**src/dma_bus_pkg.sv**
```systemverilog
// Memory bus arbitration definitions.
// Holds the number of bus requesters and the owner encoding.

`default_nettype none

package dma_bus_pkg;

    // read engine and write engine
    localparam int unsigned BUS_REQS = 2;

    // bus owner, also the last-winner state of the arbiter
    typedef enum logic [$clog2(BUS_REQS)-1:0] {
        OWNER_READ,
        OWNER_WRITE
    } bus_owner_e;

endpackage

`default_nettype wire

```
**src/dma_cfg_pkg.sv**
```systemverilog
// Widths and datapath order types shared by the copy engine blocks.
// Modules import this package inside their bodies; ports use scoped names.

`default_nettype none

package dma_cfg_pkg;

    // ------------------------------
    // widths
    // ------------------------------
    localparam int unsigned ADDR_W = 24;
    localparam int unsigned DATA_W = 32;
    localparam int unsigned STRB_W = DATA_W / 8;
    localparam int unsigned OFFS_W = $clog2(STRB_W);
    // one extra bit so a full word length fits
    localparam int unsigned LEN_W  = OFFS_W + 1;

    typedef logic [ADDR_W-1:0] addr_t;
    typedef logic [DATA_W-1:0] data_t;
    typedef logic [STRB_W-1:0] strb_t;
    typedef logic [OFFS_W-1:0] offs_t;
    typedef logic [LEN_W-1:0]  len_t;

    // ------------------------------
    // datapath orders
    // ------------------------------
    // read order: source word address plus byte rotation
    typedef struct packed {
        addr_t addr;
        offs_t shift;
    } r_dp_req_t;

    // write order: destination word address and inclusive byte range
    typedef struct packed {
        addr_t addr;
        offs_t first;
        offs_t last;
    } w_dp_req_t;

endpackage

`default_nettype wire

```
**src/dma_backend_top.sv**
```systemverilog
// Copy engine top level: request front, three queues, read and write
// engines and the bus arbiter. FIFO_DEPTH sets the depth of all queues.

`timescale 1ns/1ns
`default_nettype none

module dma_backend_top #(
    parameter int unsigned FIFO_DEPTH = 2
) (
    input  logic               clk_i,
    input  logic               rst_n_i,
    input  logic               req_valid_i,
    output logic               req_ready_o,
    input  dma_cfg_pkg::addr_t req_src_addr_i,
    input  dma_cfg_pkg::addr_t req_dst_addr_i,
    input  dma_cfg_pkg::len_t  req_len_i,
    output logic               rsp_valid_o,
    input  logic               rsp_ready_i,
    output logic               rsp_error_o,
    output logic               mem_req_o,
    output logic               mem_we_o,
    output dma_cfg_pkg::addr_t mem_addr_o,
    output dma_cfg_pkg::data_t mem_wdata_o,
    output dma_cfg_pkg::strb_t mem_be_o,
    input  logic               mem_gnt_i,
    input  dma_cfg_pkg::data_t mem_rdata_i,
    input  logic               mem_rvalid_i
);

    import dma_cfg_pkg::*;

    // front to queues
    logic      r_valid, r_ready, w_valid, w_ready;
    r_dp_req_t r_req;
    w_dp_req_t w_req;
    // queues to engines
    logic      r_ord_valid, r_ord_ready, w_ord_valid, w_ord_ready;
    r_dp_req_t r_ord;
    w_dp_req_t w_ord;
    // aligned data path
    logic      rd_data_valid, rd_data_ready, wr_data_valid, wr_data_ready;
    data_t     rd_data, wr_data;
    logic      done_valid, done_ready;
    // engine bus requests
    logic      rd_bus_req, rd_bus_gnt, wr_bus_req, wr_bus_gnt;
    addr_t     rd_bus_addr, wr_bus_addr;
    data_t     wr_bus_wdata;
    strb_t     wr_bus_be;

    dma_req_front u_front (
        .clk_i, .rst_n_i,
        .req_valid_i, .req_ready_o, .req_src_addr_i, .req_dst_addr_i, .req_len_i,
        .r_valid_o    (r_valid),
        .r_ready_i    (r_ready),
        .r_req_o      (r_req),
        .w_valid_o    (w_valid),
        .w_ready_i    (w_ready),
        .w_req_o      (w_req),
        .done_valid_i (done_valid),
        .done_ready_o (done_ready),
        .rsp_valid_o, .rsp_ready_i, .rsp_error_o
    );

    dma_req_fifo #(.payload_t(r_dp_req_t), .DEPTH(FIFO_DEPTH)) u_r_fifo (
        .clk_i, .rst_n_i,
        .push_valid_i (r_valid),     .push_ready_o (r_ready),     .push_data_i (r_req),
        .pop_valid_o  (r_ord_valid), .pop_ready_i  (r_ord_ready), .pop_data_o  (r_ord)
    );

    dma_req_fifo #(.payload_t(w_dp_req_t), .DEPTH(FIFO_DEPTH)) u_w_fifo (
        .clk_i, .rst_n_i,
        .push_valid_i (w_valid),     .push_ready_o (w_ready),     .push_data_i (w_req),
        .pop_valid_o  (w_ord_valid), .pop_ready_i  (w_ord_ready), .pop_data_o  (w_ord)
    );

    dma_req_fifo #(.payload_t(data_t), .DEPTH(FIFO_DEPTH)) u_data_fifo (
        .clk_i, .rst_n_i,
        .push_valid_i (rd_data_valid), .push_ready_o (rd_data_ready), .push_data_i (rd_data),
        .pop_valid_o  (wr_data_valid), .pop_ready_i  (wr_data_ready), .pop_data_o  (wr_data)
    );

    dma_read_engine u_read_engine (
        .clk_i, .rst_n_i,
        .ord_valid_i  (r_ord_valid),   .ord_ready_o  (r_ord_ready),   .ord_i (r_ord),
        .bus_req_o    (rd_bus_req),    .bus_addr_o   (rd_bus_addr),   .bus_gnt_i (rd_bus_gnt),
        .bus_rvalid_i (mem_rvalid_i),  .bus_rdata_i  (mem_rdata_i),
        .data_valid_o (rd_data_valid), .data_ready_i (rd_data_ready), .data_o (rd_data)
    );

    dma_write_engine u_write_engine (
        .clk_i, .rst_n_i,
        .ord_valid_i  (w_ord_valid),   .ord_ready_o  (w_ord_ready),   .ord_i (w_ord),
        .data_valid_i (wr_data_valid), .data_ready_o (wr_data_ready), .data_i (wr_data),
        .bus_req_o    (wr_bus_req),    .bus_addr_o   (wr_bus_addr),
        .bus_wdata_o  (wr_bus_wdata),  .bus_be_o     (wr_bus_be),     .bus_gnt_i (wr_bus_gnt),
        .done_valid_o (done_valid),    .done_ready_i (done_ready)
    );

    dma_bus_arbiter u_bus_arbiter (
        .clk_i, .rst_n_i,
        .rd_req_i   (rd_bus_req),   .rd_addr_i (rd_bus_addr), .rd_gnt_o (rd_bus_gnt),
        .wr_req_i   (wr_bus_req),   .wr_addr_i (wr_bus_addr),
        .wr_wdata_i (wr_bus_wdata), .wr_be_i   (wr_bus_be),   .wr_gnt_o (wr_bus_gnt),
        .mem_req_o, .mem_we_o, .mem_addr_o, .mem_wdata_o, .mem_be_o, .mem_gnt_i
    );

endmodule

`default_nettype wire

```
**src/dma_bus_arbiter.sv**
```systemverilog
// Round-robin arbiter for the one memory bus.
// The read and write engines are peers; on a tie the engine that did not
// win last gets the bus. A stalled winner keeps the bus until granted.

`timescale 1ns/1ns
`default_nettype none

module dma_bus_arbiter (
    input  logic               clk_i,
    input  logic               rst_n_i,
    input  logic               rd_req_i,
    input  dma_cfg_pkg::addr_t rd_addr_i,
    output logic               rd_gnt_o,
    input  logic               wr_req_i,
    input  dma_cfg_pkg::addr_t wr_addr_i,
    input  dma_cfg_pkg::data_t wr_wdata_i,
    input  dma_cfg_pkg::strb_t wr_be_i,
    output logic               wr_gnt_o,
    output logic               mem_req_o,
    output logic               mem_we_o,
    output dma_cfg_pkg::addr_t mem_addr_o,
    output dma_cfg_pkg::data_t mem_wdata_o,
    output dma_cfg_pkg::strb_t mem_be_o,
    input  logic               mem_gnt_i
);

    import dma_bus_pkg::*;

    logic [BUS_REQS-1:0] reqs;
    bus_owner_e          winner;
    bus_owner_e          last_q;
    bus_owner_e          hold_q;
    logic                locked_q;

    assign reqs = {wr_req_i, rd_req_i};

    // ------------------------------
    // winner select
    // ------------------------------
    always_comb begin
        if (locked_q) begin
            winner = hold_q;
        end else if (rd_req_i && wr_req_i) begin
            winner = (last_q == OWNER_READ) ? OWNER_WRITE : OWNER_READ;
        end else if (wr_req_i) begin
            winner = OWNER_WRITE;
        end else begin
            winner = OWNER_READ;
        end
    end

    // ------------------------------
    // bus mux
    // ------------------------------
    assign mem_req_o   = |reqs;
    assign mem_we_o    = (winner == OWNER_WRITE);
    assign mem_addr_o  = mem_we_o ? wr_addr_i : rd_addr_i;
    assign mem_wdata_o = wr_wdata_i;
    // reads fetch the full word
    assign mem_be_o    = mem_we_o ? wr_be_i : '1;
    assign rd_gnt_o    = mem_gnt_i & rd_req_i & (winner == OWNER_READ);
    assign wr_gnt_o    = mem_gnt_i & wr_req_i & (winner == OWNER_WRITE);

    always_ff @(posedge clk_i) begin
        if (!rst_n_i) begin
            // read goes first after reset
            last_q   <= OWNER_WRITE;
            hold_q   <= OWNER_READ;
            locked_q <= 1'b0;
        end else if (mem_req_o && mem_gnt_i) begin
            last_q   <= winner;
            locked_q <= 1'b0;
        end else if (mem_req_o) begin
            // stalled, keep the same owner on the bus
            hold_q   <= winner;
            locked_q <= 1'b1;
        end
    end

endmodule

`default_nettype wire

```
**src/dma_read_engine.sv**
```systemverilog
// Read side of the copy engine.
// Pops a read order, fetches the source word over the bus and rotates it
// into destination alignment before pushing it to the data queue.

`timescale 1ns/1ns
`default_nettype none

module dma_read_engine (
    input  logic                   clk_i,
    input  logic                   rst_n_i,
    input  logic                   ord_valid_i,
    output logic                   ord_ready_o,
    input  dma_cfg_pkg::r_dp_req_t ord_i,
    output logic                   bus_req_o,
    output dma_cfg_pkg::addr_t     bus_addr_o,
    input  logic                   bus_gnt_i,
    input  logic                   bus_rvalid_i,
    input  dma_cfg_pkg::data_t     bus_rdata_i,
    output logic                   data_valid_o,
    input  logic                   data_ready_i,
    output dma_cfg_pkg::data_t     data_o
);

    import dma_cfg_pkg::*;

    typedef enum logic [1:0] {
        ST_IDLE,
        ST_REQ,
        ST_WAIT
    } state_e;

    state_e              state_q;
    r_dp_req_t           ord_q;
    data_t               data_q;
    logic                data_valid_q;
    logic [2*DATA_W-1:0] rot_wide;

    // only take a new order once the last word has left
    assign ord_ready_o  = (state_q == ST_IDLE) & ~data_valid_q;
    assign bus_req_o    = (state_q == ST_REQ);
    assign bus_addr_o   = ord_q.addr;
    assign data_valid_o = data_valid_q;
    assign data_o       = data_q;

    // rotate right by shift bytes, doubled word gives the wrap
    assign rot_wide = {bus_rdata_i, bus_rdata_i} >> {ord_q.shift, 3'b000};

    // order and data payload
    always_ff @(posedge clk_i) begin
        if (ord_valid_i && ord_ready_o) begin
            ord_q <= ord_i;
        end
        if (state_q == ST_WAIT && bus_rvalid_i) begin
            data_q <= rot_wide[DATA_W-1:0];
        end
    end

    always_ff @(posedge clk_i) begin
        if (!rst_n_i) begin
            state_q      <= ST_IDLE;
            data_valid_q <= 1'b0;
        end else begin
            case (state_q)
                ST_IDLE: if (ord_valid_i && ord_ready_o) state_q <= ST_REQ;
                ST_REQ:  if (bus_gnt_i) state_q <= ST_WAIT;
                ST_WAIT: if (bus_rvalid_i) state_q <= ST_IDLE;
                default: state_q <= ST_IDLE;
            endcase
            // word held until the data queue takes it
            if (state_q == ST_WAIT && bus_rvalid_i) begin
                data_valid_q <= 1'b1;
            end else if (data_ready_i) begin
                data_valid_q <= 1'b0;
            end
        end
    end

endmodule

`default_nettype wire

```
**src/dma_req_fifo.sv**
```systemverilog
// Small valid/ready FIFO, circular buffer with a fill count.
// The payload type is a parameter, so one module serves every queue.

`timescale 1ns/1ns
`default_nettype none

module dma_req_fifo #(
    parameter type         payload_t = logic,
    parameter int unsigned DEPTH     = 2
) (
    input  logic     clk_i,
    input  logic     rst_n_i,
    input  logic     push_valid_i,
    output logic     push_ready_o,
    input  payload_t push_data_i,
    output logic     pop_valid_o,
    input  logic     pop_ready_i,
    output payload_t pop_data_o
);

    localparam int unsigned PTR_W = (DEPTH > 1) ? $clog2(DEPTH) : 1;
    localparam logic [PTR_W-1:0] PTR_LAST = PTR_W'(DEPTH - 1);
    localparam logic [PTR_W:0]   CNT_FULL = (PTR_W + 1)'(DEPTH);

    payload_t         mem_q [DEPTH];
    logic [PTR_W-1:0] wr_ptr_q;
    logic [PTR_W-1:0] rd_ptr_q;
    logic [PTR_W:0]   count_q;
    logic             push;
    logic             pop;

    // ready only depends on the fill level
    assign push_ready_o = (count_q != CNT_FULL);
    assign pop_valid_o  = (count_q != '0);
    assign pop_data_o   = mem_q[rd_ptr_q];

    assign push = push_valid_i & push_ready_o;
    assign pop  = pop_valid_o & pop_ready_i;

    // storage
    always_ff @(posedge clk_i) begin
        if (push) begin
            mem_q[wr_ptr_q] <= push_data_i;
        end
    end

    // pointers and count
    always_ff @(posedge clk_i) begin
        if (!rst_n_i) begin
            wr_ptr_q <= '0;
            rd_ptr_q <= '0;
            count_q  <= '0;
        end else begin
            if (push) begin
                wr_ptr_q <= (wr_ptr_q == PTR_LAST) ? '0 : wr_ptr_q + 1'b1;
            end
            if (pop) begin
                rd_ptr_q <= (rd_ptr_q == PTR_LAST) ? '0 : rd_ptr_q + 1'b1;
            end
            // both at once leaves the level unchanged
            if (push && !pop) begin
                count_q <= count_q + 1'b1;
            end else if (pop && !push) begin
                count_q <= count_q - 1'b1;
            end
        end
    end

endmodule

`default_nettype wire

```
**src/dma_req_front.sv**
```systemverilog
// Request intake of the copy engine.
// Checks each request, rejects zero length and word crossing with an error,
// forks good ones into the read and write order queues, merges responses.

`timescale 1ns/1ns
`default_nettype none

module dma_req_front (
    input  logic                  clk_i,
    input  logic                  rst_n_i,
    input  logic                  req_valid_i,
    output logic                  req_ready_o,
    input  dma_cfg_pkg::addr_t    req_src_addr_i,
    input  dma_cfg_pkg::addr_t    req_dst_addr_i,
    input  dma_cfg_pkg::len_t     req_len_i,
    output logic                  r_valid_o,
    input  logic                  r_ready_i,
    output dma_cfg_pkg::r_dp_req_t r_req_o,
    output logic                  w_valid_o,
    input  logic                  w_ready_i,
    output dma_cfg_pkg::w_dp_req_t w_req_o,
    input  logic                  done_valid_i,
    output logic                  done_ready_o,
    output logic                  rsp_valid_o,
    input  logic                  rsp_ready_i,
    output logic                  rsp_error_o
);

    import dma_cfg_pkg::*;

    // room for every copy that can sit in the queues and engines
    localparam int unsigned OUT_W = 8;

    offs_t            src_offs;
    offs_t            dst_offs;
    logic [LEN_W:0]   src_end;
    logic [LEN_W:0]   dst_end;
    logic             bad;
    logic             good_acc;
    logic             bad_acc;
    logic             r_taken_q;
    logic             w_taken_q;
    logic             err_q;
    logic [OUT_W-1:0] outst_q;

    // ------------------------------
    // request check
    // ------------------------------
    assign src_offs = req_src_addr_i[OFFS_W-1:0];
    assign dst_offs = req_dst_addr_i[OFFS_W-1:0];
    // end offsets, one past the last byte
    assign src_end  = (LEN_W + 1)'(src_offs) + (LEN_W + 1)'(req_len_i);
    assign dst_end  = (LEN_W + 1)'(dst_offs) + (LEN_W + 1)'(req_len_i);
    assign bad      = (req_len_i == '0) ||
                      (src_end > (LEN_W + 1)'(STRB_W)) ||
                      (dst_end > (LEN_W + 1)'(STRB_W));

    // ------------------------------
    // fork into the two queues
    // ------------------------------
    // each side may take its copy first, the other catches up later
    assign r_valid_o = req_valid_i & ~bad & ~err_q & ~r_taken_q;
    assign w_valid_o = req_valid_i & ~bad & ~err_q & ~w_taken_q;
    assign good_acc  = req_valid_i & ~bad & ~err_q &
                       (r_taken_q | r_ready_i) & (w_taken_q | w_ready_i);
    // a reject waits for older copies, keeping responses in order
    assign bad_acc   = req_valid_i & bad & ~err_q & (outst_q == '0);
    assign req_ready_o = good_acc | bad_acc;

    assign r_req_o.addr  = {req_src_addr_i[ADDR_W-1:OFFS_W], {OFFS_W{1'b0}}};
    assign r_req_o.shift = src_offs - dst_offs;
    assign w_req_o.addr  = {req_dst_addr_i[ADDR_W-1:OFFS_W], {OFFS_W{1'b0}}};
    assign w_req_o.first = dst_offs;
    assign w_req_o.last  = OFFS_W'(dst_end - 1'b1);

    // ------------------------------
    // response merge
    // ------------------------------
    // a pending error goes out first and holds back done
    assign rsp_valid_o  = err_q | done_valid_i;
    assign rsp_error_o  = err_q;
    assign done_ready_o = rsp_ready_i & ~err_q;

    always_ff @(posedge clk_i) begin
        if (!rst_n_i) begin
            r_taken_q <= 1'b0;
            w_taken_q <= 1'b0;
            err_q     <= 1'b0;
            outst_q   <= '0;
        end else begin
            if (good_acc) begin
                r_taken_q <= 1'b0;
                w_taken_q <= 1'b0;
            end else begin
                if (r_valid_o && r_ready_i) begin
                    r_taken_q <= 1'b1;
                end
                if (w_valid_o && w_ready_i) begin
                    w_taken_q <= 1'b1;
                end
            end
            if (bad_acc) begin
                err_q <= 1'b1;
            end else if (err_q && rsp_ready_i) begin
                err_q <= 1'b0;
            end
            // copies in flight between intake and done
            if (good_acc && !(done_valid_i && done_ready_o)) begin
                outst_q <= outst_q + 1'b1;
            end else if (!good_acc && done_valid_i && done_ready_o) begin
                outst_q <= outst_q - 1'b1;
            end
        end
    end

endmodule

`default_nettype wire

```
**src/dma_write_engine.sv**
```systemverilog
// Write side of the copy engine.
// Pairs a write order with an aligned data word, writes it with byte
// enables over the covered bytes and reports each finished write.

`timescale 1ns/1ns
`default_nettype none

module dma_write_engine (
    input  logic                   clk_i,
    input  logic                   rst_n_i,
    input  logic                   ord_valid_i,
    output logic                   ord_ready_o,
    input  dma_cfg_pkg::w_dp_req_t ord_i,
    input  logic                   data_valid_i,
    output logic                   data_ready_o,
    input  dma_cfg_pkg::data_t     data_i,
    output logic                   bus_req_o,
    output dma_cfg_pkg::addr_t     bus_addr_o,
    output dma_cfg_pkg::data_t     bus_wdata_o,
    output dma_cfg_pkg::strb_t     bus_be_o,
    input  logic                   bus_gnt_i,
    output logic                   done_valid_o,
    input  logic                   done_ready_i
);

    import dma_cfg_pkg::*;

    logic fire;
    logic done_q;

    // need an order, its data and a free done slot
    assign bus_req_o   = ord_valid_i & data_valid_i & ~done_q;
    assign bus_addr_o  = ord_i.addr;
    assign bus_wdata_o = data_i;
    assign fire        = bus_req_o & bus_gnt_i;

    // both queues pop on the grant edge
    assign ord_ready_o  = fire;
    assign data_ready_o = fire;
    assign done_valid_o = done_q;

    // byte mask from first through last offset
    always_comb begin
        for (int i = 0; i < STRB_W; i++) begin
            bus_be_o[i] = (i >= int'(ord_i.first)) && (i <= int'(ord_i.last));
        end
    end

    always_ff @(posedge clk_i) begin
        if (!rst_n_i) begin
            done_q <= 1'b0;
        end else if (fire) begin
            done_q <= 1'b1;
        end else if (done_ready_i) begin
            done_q <= 1'b0;
        end
    end

endmodule

`default_nettype wire
```
**config.mk**
```make
export PLATFORM = sky130hd
export DESIGN_NAME = dma_backend_top
export DESIGN_NICKNAME = d
export VERILOG_FILES = /design/src/dma_bus_pkg.sv /design/src/dma_cfg_pkg.sv /design/src/dma_backend_top.sv /design/src/dma_bus_arbiter.sv /design/src/dma_read_engine.sv /design/src/dma_req_fifo.sv /design/src/dma_req_front.sv /design/src/dma_write_engine.sv
export SDC_FILE = /design/constraint.sdc
export NUM_CORES = 1
export LEC_CHECK = 0
export ABC_CLOCK_PERIOD_IN_PS = 4700
export BUFFER_PORTS_ARGS = -buffer_cell sky130_fd_sc_hd__buf_2
export CORE_ASPECT_RATIO = 1.1
export CORE_MARGIN = 2
export CORE_UTILIZATION = 30
export CTS_BUF_LIST = sky130_fd_sc_hd__clkbuf_16
export CTS_CLUSTER_DIAMETER = 120
export DETAILED_ROUTE_END_ITERATION = 12
export PLACE_DENSITY_LB_ADDON = 0.12
export SYNTH_ARGS = -nofsm -noshare
export SYNTH_HDL_FRONTEND = slang
export SYNTH_HIERARCHICAL = 1
export SYNTH_SLANG_ARGS = --single-unit
```
**constraint.sdc**
```tcl
create_clock -name clk_i -period 4.7 [get_ports clk_i]
set_clock_uncertainty 0.2 [all_clocks]
set_input_delay 0.47 -clock clk_i [delete_from_list [all_inputs] [get_ports clk_i]]
set_output_delay 0.47 -clock clk_i [all_outputs]
set_load 0.02 [all_outputs]
```
# Word level (Yosys, flattened, before mapping)
# Memories as Yosys holds them, arrays and structs flattened. A register that Yosys moved wholly into a read port is not among the register bits.
# Cells that the tools add are included.
[word_totals]
register_bits = 86
ram_bits = 164
inputBits = 89
output_inout_bits = 65
memories = 3
[memory_table]
columns = ["name", "depth", "width", "rd", "rd_ports_with_merged_regs", "write_ports", "line_no", "text"]
rows = [
  ["u_data_fifo.mem_q", 2, 32, 1, 1, 1, "dma_req_fifo.sv:25", "payload_t mem_q [DEPTH];"],
  ["u_w_fifo.mem_q", 2, 26, 1, 1, 1, "dma_req_fifo.sv:25", ""],
  ["u_r_fifo.mem_q", 2, 24, 1, 1, 1, "dma_req_fifo.sv:25", ""],
]
[classes]
addsub = 18
magnitude_cmp = 8
n_eq_ne = 8
shifts = 1
mux = 40
n_bitwise = 37
reduce_logical = 47
[op_table]
columns = ["op", "count"]
rows = [
  [">> shifter 64 x 5 -> 32 bit", 1],
  ["two-way mux 1 bit", 26],
  ["AND 1 bit", 24],
  ["two-way mux 24 bit", 1],
  ["nonzero test 2 bit", 10],
  ["logical AND 1 bit", 19],
  ["two-way mux 2 bit", 9],
  ["two-way mux 8 bit", 2],
  ["inequality test 2 bit, second input constant", 6],
  ["inverter 1 bit", 9],
  ["adder 2 x 3 -> 4 bit", 2],
  ["adder 8 x 1 -> 8 bit, second input constant", 1],
  ["greater-than comparator 4 x 3 -> 1 bit, second input constant", 2],
  ["zero test 1 bit", 8],
  ["zero test 8 bit", 1],
  ["subtractor 2 x 1 -> 2 bit, second input constant", 4],
  ["subtractor 8 x 1 -> 8 bit, second input constant", 1],
  ["adder 1 bit, second input constant", 6],
  ["adder 2 x 1 -> 2 bit, second input constant", 3],
  ["one-hot mux 2 bit (3 select lines)", 1],
  ["OR reduction 2 bit", 3],
  ["greater-or-equal comparator 1 x 2 -> 1 bit, first input constant", 2],
  ["<= comparator 2 bit, first input constant", 2],
  ["two-way mux 4 bit", 1],
  ["other kinds (11)", 15],
]

# Longest topological paths before layout
# Gate-level depths: netlist of the first run.
[depth]
depth_word = 14
depth_mapped = 15
mapped_depth_nobuf = 15

# By module
# Netlist of the first run, hierarchy kept.
[modules_own_cells]
columns = ["mod", "n_inst", "cells_per_inst", "area_per_inst_um2", "seq_area_each_um2"]
rows = [
  ["dma_read_engine", 1, 139, 2899.0, 1801.7],
  ["dma_req_fifo (u_data_fifo)", 1, 124, 2551.2, 2021.9],
  ["dma_req_fifo (u_w_fifo)", 1, 111, 2259.7, 1781.7],
  ["dma_req_fifo (u_r_fifo)", 1, 105, 2112.0, 1661.6],
  ["dma_req_front", 1, 169, 1425.1, 220.2],
  ["dma_bus_arbiter", 1, 79, 718.2, 60.1],
  ["dma_write_engine", 1, 69, 521.8, 20.0],
]

# Least setup slack after synthesis of the first run
# Ideal clock, no wire load.
[synth_path]
path_type = "input -> register"
startpoint = "in req_dst_addr_i[0]"
endpoint = "reg u_front.outst_q[7]"
setup_ns = 0.072
arrival_time_ns = 3.487
required_time_ns = 4.428
path_slack_ns = 0.942
cell_stages = 15
path_buffers = 0
cell_sequence = "ha_1 > fa_1 > inv_1 > ha_1 > inv_1 > a211o_1 > a21oi_4 > nand3_1 > ha_1 > a211oi_1 > o21ai_0 > o21ba_2 > nor3_1 > o2bb2ai_1 > mux2i_1"
[synth_between]
elab_chain_len = 12
[synth_rtl]
columns = ["element", "line_no", "text"]
rows = [
  ["start: declaration", "dma_backend_top.sv:15", "input dma_cfg_pkg::addr_t req_dst_addr_i,"],
  ["adder 2 x 3 -> 4 bit (*)", "dma_req_front.sv:53", "assign dst_end = (LEN_W + 1)'(dst_offs) + (LEN_W + 1)'(req_len_i);"],
  ["greater-than comparator 4 x 3 -> 1 bit (*)", "dma_req_front.sv:56", "(dst_end > (LEN_W + 1)'(STRB_W));"],
  ["logical OR 1 bit (*)", "dma_req_front.sv:55", "(src_end > (LEN_W + 1)'(STRB_W)) ||"],
  ["inverter 1 bit (*)", "dma_req_front.sv:64", "assign good_acc = req_valid_i & ~bad & ~err_q &"],
  ["AND 1 bit (*) (3 in series)", "dma_req_front.sv:64", ""],
  ["AND 1 bit (*)", "dma_req_front.sv:65", "(r_taken_q | r_ready_i) & (w_taken_q | w_ready_i);"],
  ["zero test 1 bit", "dma_req_front.sv:110", "end else if (!good_acc && done_valid_i && done_ready_o) begin"],
  ["logical AND 1 bit (2 in series)", "dma_req_front.sv:110", ""],
  ["nonzero test 2 bit (no line)", "--", ""],
  ["end signal: assignment", "dma_req_front.sv:109", "outst_q <= outst_q + 1'b1;"],
  ["end signal: assignment", "dma_req_front.sv:111", "outst_q <= outst_q - 1'b1;"],
  ["end: declaration", "dma_req_front.sv:44", "logic [OUT_W-1:0] outst_q;"],
]
# Mark *: on every way between the ends. The rest lies on a longest branch, timed or not.
# A chain may end at the register's enable or synchronous reset.

# Final worst setup path of the first run
# Same ends and word-level chain as after synthesis.

==> results.py, run 1 <==
metrics = {
    "sta": {
        "finalSetupViolCount": 0,
        "portion_of_the_clock_cycle_consumed_by_the_worst_path_in_the_final_layout_pct": 91.4,
        "grt_setup_unrepaired": "no",
        "max_slew.worst_pin.slew_ns": 0.776,
        "worst_slew_margin_rel_pct": 48.3,
        "finalHoldViolCount": 0,
        "max_clock_freq_mhz": 233,
        "slew_violations": 0,
        "fin_tns_setup_ns": 0,
        "fin_crit_ns": 4.30,
    },
    "cells_and_area": {
        "antenna_cells": 0,
        "final_cells": 1446,
        "area_growth_pct": 13.1,
        "layout.nets": 970,
        "drive_above_1_share_pct": 42.1,
    },
    "route": {
        "vias_per_cell": 4.30,
        "drc_errors": 0,
        "drtIter0Drc": 227,
        "drt_pre_antenna_iters": 4,
        "antenna_left": 0,
        "routed_length_per_instance_um": 16.8,
        "via_count": 6221,
        "wirelength_um": 24300,
    },
    "synth": {
        "post_synth_instance_area_sq_um": 12500,
        "synth.ff_latch_count": 263,
        "yosysWarnings": 6,
        "synthCells": 796,
        "synth_edf_count": 230,
        "top_ff_cell_synth": "edfxtp_1",
        "cell_variety_after_synth": 66,
        "post_synth.cell_area_avg_sq_um": 15.7,
        "async_flop_share_pct": 0,
        "sequential_element_share_of_the_synthesized_area_pct": 60.6,
    },
    "power": {
        "maximum_ir_drop_on_the_vdd_rail_v": 0.000280,
        "pwrdens_nw_per_um2": 453,
        "internal_power_mw": 4.72,
        "switchingPower_mw": 1.67,
        "pwr-share-comb_pct": 19.5,
        "p_leak_nw": 5.16,
        "power.sequential.fraction_pct": 44.7,
        "power_switching_share_pct": 26.2,
        "clock_power_share_pct": 35.8,
    },
    "worst_setup_path": {
        "crit_path_max_fanout": 9,
        "worst_setup_path_class": "input pin to register",
        "path_cells": "dlygate4sd3_1, buf_2, ha_1, fa_1, inv_1, ha_1, a2bb2oi_2, nand4_1, a21oi_4, nand3_1, ha_1, a211oi_1, o21ai_0, o21ba_2, nor3_1, o2bb2ai_1, mux2i_1",
        "worstPathArrival_ns": 4.60,
        "worst_setup_path_end_kind": "register",
        "kind_of_start_point_of_the_critical_path": "input pin",
        "crit_path_start": "req_dst_addr_i[0]",
        "critical_path.max_stage_delay_ns": 0.52,
        "critical-path-slowest-cell": "dlygate4sd3_1",
        "reg2regPathDepth": 10,
        "capture_point_of_the_worst_reg_to_reg_path": "u_front/outst_q[7]$_SDFFE_PN0P_",
        "path_buf_inv": 3,
        "critical_path.endpoint": "u_front/outst_q[7]$_SDFFE_PN0P_",
        "reg2reg_setup_slack_ns": 1.65,
        "critical_path_required_ns": 5.00,
        "cp_common_cell": "ha_1",
        "worst-path-stages": 17,
        "reg2reg_from": "u_w_fifo/count_q[0]$_SDFFE_PN0P_",
        "critical-path-top-delay-family": "adder cells",
    },
    "clock_network": {
        "postCtsSetupBuffers": 0,
        "h-tree-depth": 1,
        "insertion_delay_ns": 0.58,
        "cts.sink_count": 263,
        "root_buffer": "clkbuf_16",
        "clkTransAtPathRegs_ns": 0.06,
        "cts_made_buffers": 31,
        "cts.repair.resized": 0,
        "cts_tree": "done",
        "maximum_root_to_sink_buffer_count": 3,
    },
    "floorplan": {
        "fp.dieW_um": 199,
        "floorplan.core_area_sq_um": 41200,
        "core.rowCount": 78,
        "fp.dieArea_sq_um": 43300,
        "start_util_pct": 30.3,
        "pin_count": 154,
        "die_height_um": 218,
    },
    "worst_hold_path": {
        "type_of_the_tightest_min_delay_check": "input pin to register",
    },
    "grt": {
        "grt.overflow.total": 0,
        "grt_first_pass_wirelength_um": 37700,
        "grt_pass1_vias": 6808,
        "antenna_found_initial": 1,
        "largest_net_degree_at_the_start_of_global_routing": 42,
        "grt_usage_pct": 11.3,
    },
    "status": {
        "run_status": "completed",
    },
    "flow_run": {
        "timing.max_cap.violations": 0,
    },
    "place": {
        "placed_cells": 1340,
        "placement.io_buffers": 153,
        "hpwlAfterDp_um": 16000,
        "globalplace.congestion": 0.754,
    },
}
[layout by cell type, fill, tap and decap left out, drive strengths merged, types with 3 or more instances in the layout]
cell / n
nor2: 11
nand3: 3
inv: 23
edfxtp: 230
buf: 166
nand2b: 14
or2: 5
xor2: 5
nand3b: 6
fa: 3
conb: 4
ha: 16
mux2: 110
and2: 16
nand2: 20
and3: 5
bufinv: 3
nor2b: 3
xnor2: 11
o21ai: 10
mux2i: 7
dfxtp: 33
dlygate4sd3: 49
a21boi: 11
clkbuf: 31
a21oi: 10
or3: 3
a21bo: 3
mux4: 32
clkinv: 14
[registers in the layout, indices dropped and copies added, names as in the netlist, 8 cells and up, named ones only]
register,cells
u_data_fifo/mem_q,64
u_front/outst_q,8
u_r_fifo/mem_q,52
u_read_engine/bus_addr_o,24
u_read_engine/data_o,32
u_w_fifo/mem_q,56
[synthesized netlist by cell type, types with 5 or more instances]
| cell type | count | area, sq um |
|---|---|---|
| a21boi_0 | 7 | 52.6 |
| a21oi_1 | 9 | 45.0 |
| and2_1 | 15 | 93.8 |
| and3_1 | 5 | 31.3 |
| buf_4 | 173 | 1300 |
| dfxtp_1 | 33 | 661 |
| edfxtp_1 | 230 | 6910 |
| ha_1 | 16 | 200 |
| inv_1 | 13 | 48.8 |
| mux2_2 | 108 | 1220 |
| mux2i_1 | 7 | 70.1 |
| mux4_2 | 31 | 698 |
| nand2_1 | 19 | 71.3 |
| nand2b_1 | 11 | 68.8 |
| nand3b_1 | 6 | 45.0 |
| nor2_1 | 11 | 41.3 |
| o21ai_0 | 6 | 30.0 |
| or2_2 | 5 | 31.3 |
| xnor2_1 | 10 | 87.6 |
| xor2_1 | 5 | 43.8 |
[kinds of logic (layout without fill, tap and decap cells)]
group	count (synthesis)	after routing	share of synthesized area, %
adder cells (fa/ha/maj)	19	19	2.08
multiplexers	149	149	16.3
buffers and inverters	199	286	11.8
flip-flops	263	263	60.6
AO/OA/AOI/OAI	50	50	3.06
AND/OR/NAND/NOR	99	99	4.91
XOR/XNOR	16	16	1.27
other	1	4	0.0300
[metal layers]
layer  global-route usage, %  vias up  part of all wire [%]
met1                    12.3     3086                    38
met4                    3.96        2                   2.4
li1                        -     2931                     -
met2                    21.3      166                    53
met3                    2.81       36                   6.0
met5                       0        -                 0.070
[worst reg2reg max path: stages, from the launching register on]
cell and delay (ns):
dfxtp_1 0.42, nand2b_4 0.19, o221a_2 0.27, nand3_1 0.31
ha_1 0.43, a211oi_1 0.27, o21ai_0 0.17, o21ba_2 0.24
nor3_1 0.14, o2bb2ai_1 0.15, mux2i_1 0.19
[layout make-up]
class                           count  area (sq um)
Fill cell                        4026         27100
Clock inverter                     26           206
Sequential cell                   263          7570
Multi-Input combinational cell    337          3460
Inverter                           14          52.6
Clock buffer                       31           776
Tap cell                          560           701
Timing Repair Buffer              215          1350
[repair_timing]
action | in CTS | in global routing
setup endpoints to repair | 0 | 0
hold endpoints to repair | 96 | 0
hold buffers | 49 | 0
[stage by stage]
stage | hold WS (ns) | util (%) | total power [mW] | instance area, sq um | worst slack [ns]
2_1_floorplan | 0.221 | - | 3.95 | 12500 | 0.942
3_3_place_gp | 0.222 | 30.7 | 4.12 | 12600 | 0.545
3_5_place_dp | 0.230 | 30.7 | 4.15 | 12600 | 0.352
4_1_cts | 0.0823 | 34.3 | 6.53 | 14100 | 0.418
5_1_grt | 0.0881 | 34.3 | 6.72 | 14100 | 0.141
6_report | 0.130 | 34.3 | 6.39 | 14100 | 0.405
[power by group through the flow]
stage	sequential [mW]	clock, mW	combinational (mW)
2_1_floorplan	2.89	0	1.06
3_3_place_gp	2.90	0	1.22
3_5_place_dp	2.90	0	1.24
4_1_cts	2.86	2.39	1.28
5_1_grt	2.87	2.49	1.37
6_report	2.85	2.29	1.25
[worst min-delay path by stage]
stage / depth (start not counted) / end / start
CTS: 2 / u_read_engine/data_o[13]$_DFFE_PP_ / mem_rdata_i[13]
finish: 2 / u_read_engine/data_o[6]$_DFFE_PP_ / mem_rdata_i[30]
detailed placement: 0 / u_data_fifo/mem_q[0][18]$_DFFE_PP_ / u_read_engine/data_o[18]$_DFFE_PP_
floorplan: 0 / u_data_fifo/mem_q[0][0]$_DFFE_PP_ / u_read_engine/data_o[0]$_DFFE_PP_
global placement: 0 / u_data_fifo/mem_q[0][26]$_DFFE_PP_ / u_read_engine/data_o[26]$_DFFE_PP_
global route: 2 / u_read_engine/data_o[13]$_DFFE_PP_ / mem_rdata_i[13]
No activity file was read; power rests on OpenSTA's default activity.
==> inputs of run 2 (changes only) <==
--- a/config.mk
+++ b/config.mk
@@ -5,7 +5,7 @@
 export SDC_FILE = /design/constraint.sdc
 export NUM_CORES = 1
 export LEC_CHECK = 0
-export ABC_CLOCK_PERIOD_IN_PS = 4700
+export ABC_CLOCK_PERIOD_IN_PS = 4200
 export BUFFER_PORTS_ARGS = -buffer_cell sky130_fd_sc_hd__buf_2
 export CORE_ASPECT_RATIO = 1.1
 export CORE_MARGIN = 2
==> constraint.sdc (replaced) <==
create_clock -name clk_i -period 4.2 [get_ports clk_i]
set_clock_uncertainty 0.2 [all_clocks]
set_input_delay 0.42 -clock clk_i [delete_from_list [all_inputs] [get_ports clk_i]]
set_output_delay 0.42 -clock clk_i [all_outputs]
set_load 0.02 [all_outputs]
==> results.py, run 2 (same netlist as run 1, synthesis figures left out) <==
metrics = {
    "power": {
        "switchingPower_mw": 1.92,
        "internal_power_mw": 5.37,
        "pwrdens_nw_per_um2": 513,
        "p_leak_nw": 5.16,
        "clock_power_share_pct": 36.9,
        "power.sequential.fraction_pct": 44.1,
        "power_switching_share_pct": 26.4,
        "pwr-share-comb_pct": 19.0,
        "maximum_ir_drop_on_the_vdd_rail_v": 0.000302,
    },
    "cells_and_area": {
        "final_cell_mix": "edfxtp_1 (230), buf_2 (153), mux2_2 (108)",
        "drive_above_1_share_pct": 43.3,
        "layout.cells.most_common": "edfxtp_1",
        "finalInstanceArea_sq_um": 14200,
        "top_register": "u_data_fifo/mem_q",
        "number_of_flip_flops_under_the_largest_register_name": 64,
        "area_growth_pct": 13.9,
        "final_cells": 1450,
        "layout.nets": 972,
        "reg_top3": "u_data_fifo/mem_q (64), u_w_fifo/mem_q (56), u_r_fifo/mem_q (52)",
    },
    "route": {
        "routedLengthMet1_um": 9600,
        "via_count": 6178,
        "dr_wl_met2_um": 12900,
        "drt_pre_antenna_iters": 6,
        "met3WireLength_um": 1310,
        "antenna_left": 0,
        "drtIter0Drc": 247,
        "route.top_layer_used": "met4",
        "vias_per_cell": 4.26,
        "drc_errors": 0,
        "routed_length_per_instance_um": 16.9,
        "wirelength_um": 24500,
    },
    "sta": {
        "max_slew.worst_pin.slew_ns": 0.863,
        "finalHoldViolCount": 0,
        "slew_violations": 0,
        "fin_crit_ns": 3.92,
        "worst_slew_margin_rel_pct": 42.5,
        "grt_setup_unrepaired": "no",
        "portion_of_the_clock_cycle_consumed_by_the_worst_path_in_the_final_layout_pct": 93.3,
        "holdWs_ns": 0.0723,
        "finalSetupViolCount": 0,
        "fin_tns_setup_ns": 0,
        "max_clock_freq_mhz": 255,
        "setup_ws_ns": 0.283,
    },
    "clock_network": {
        "cts_tree": "done",
        "clkTransAtPathRegs_ns": 0.06,
        "postCtsSetupBuffers": 0,
        "cts_made_buffers": 31,
        "cts.sink_count": 263,
        "insertion_delay_ns": 0.59,
        "root_buffer": "clkbuf_16",
        "maximum_root_to_sink_buffer_count": 3,
        "h-tree-depth": 1,
    },
    "grt": {
        "grt_first_pass_wirelength_um": 38300,
        "largest_net_degree_at_the_start_of_global_routing": 42,
        "antenna_found_initial": 1,
        "grt.overflow.total": 0,
        "grt_usage_pct": 11.5,
        "grt_pass1_vias": 6852,
    },
    "floorplan": {
        "core.rowCount": 78,
        "fp.dieArea_sq_um": 43300,
        "pin_count": 154,
        "start_util_pct": 30.3,
        "floorplan.core_area_sq_um": 41200,
        "die_height_um": 218,
        "fp.dieW_um": 199,
    },
    "worst_setup_path": {
        "reg2regPathDepth": 13,
        "path_cells": "dlygate4sd3_1, buf_2, ha_1, fa_1, inv_1, ha_1, a2bb2oi_2, nand4_1, a21oi_4, nand3_2, ha_1, a211oi_1, o21ai_0, o21ba_2, nor3_1, o2bb2ai_1, mux2i_1",
        "kind_of_start_point_of_the_critical_path": "input pin",
        "critical_path.max_stage_delay_ns": 0.53,
        "worstPathArrival_ns": 4.22,
        "worst-path-stages": 17,
        "worst_setup_path_end_kind": "register",
        "path_buf_inv": 3,
        "critical-path-top-delay-family": "adder cells",
        "critical_path_required_ns": 4.50,
        "crit_path_max_fanout": 9,
        "cp_common_cell": "ha_1",
        "critical-path-slowest-cell": "dlygate4sd3_1",
        "worst_setup_path_class": "input pin to register",
    },
    "status": {
        "run_status": "completed",
    },
    "place": {
        "post_dp_cell_area_sq_um": 12700,
        "post-place-ws_ns": 0.127,
        "globalplace.congestion": 0.753,
        "hpwlAfterDp_um": 16000,
        "placement.io_buffers": 153,
        "placed_cells": 1342,
    },
    "worst_hold_path": {
        "hold-path-cell-count": 2,
        "type_of_the_tightest_min_delay_check": "input pin to register",
    },
    "flow_run": {
        "timing.max_cap.violations": 0,
    },
}
[run 2: power by group through the flow]
stage	Clock (mW)	Combinational, mW	Sequential (mW)
2_1_floorplan	0	1.18	3.23
3_3_place_gp	0	1.35	3.27
3_5_place_dp	0	1.38	3.28
4_1_cts	2.79	1.42	3.22
5_1_grt	2.88	1.53	3.24
6_report	2.69	1.38	3.22
[run 2: per-stage QoR]
step | power (mW) | util [%]
2_1_floorplan | 4.42 | -
3_3_place_gp | 4.62 | 30.8
3_5_place_dp | 4.66 | 30.8
4_1_cts | 7.44 | 34.5
5_1_grt | 7.65 | 34.5
6_report | 7.29 | 34.5
[run 2: final cells by class]
class	count	area, sq um
Tap cell	560	701
Sequential cell	263	7570
Fill cell	4024	27000
Inverter	14	52.6
Timing Repair Buffer	217	1390
Multi-Input combinational cell	337	3470
Antenna cell	1	2.50
Clock buffer	31	776
Clock inverter	27	264
[run 2: path summary, 6_finish.rpt]
kind,from,to,slack (ns)
worst min-delay path,mem_rdata_i[23],u_read_engine/data_o[23]$_DFFE_PP_,0.07
worst max register to register,u_data_fifo/count_q[1]$_SDFFE_PN0P_,u_data_fifo/count_q[1]$_SDFFE_PN0P_,1.18
worst max-delay path,req_dst_addr_i[0],u_front/outst_q[7]$_SDFFE_PN0P_,0.28
worst min register to register,u_read_engine/data_o[19]$_DFFE_PP_,u_data_fifo/mem_q[0][19]$_DFFE_PP_,0.22
[run 2: metal layers]
layer  global-route usage [%]  up-vias
li1                         -     2931
met1                     12.7     3054
met2                     21.4      146
met3                     2.55       47
met4                     4.53        0
met5                        0        -
[run 2: what timing repair did]
item / CTS / global route
setup endpoints to repair: 0 / 2
hold buffers: 49 / 0
resized for setup: 0 / 1
hold endpoints to repair: 97 / 0
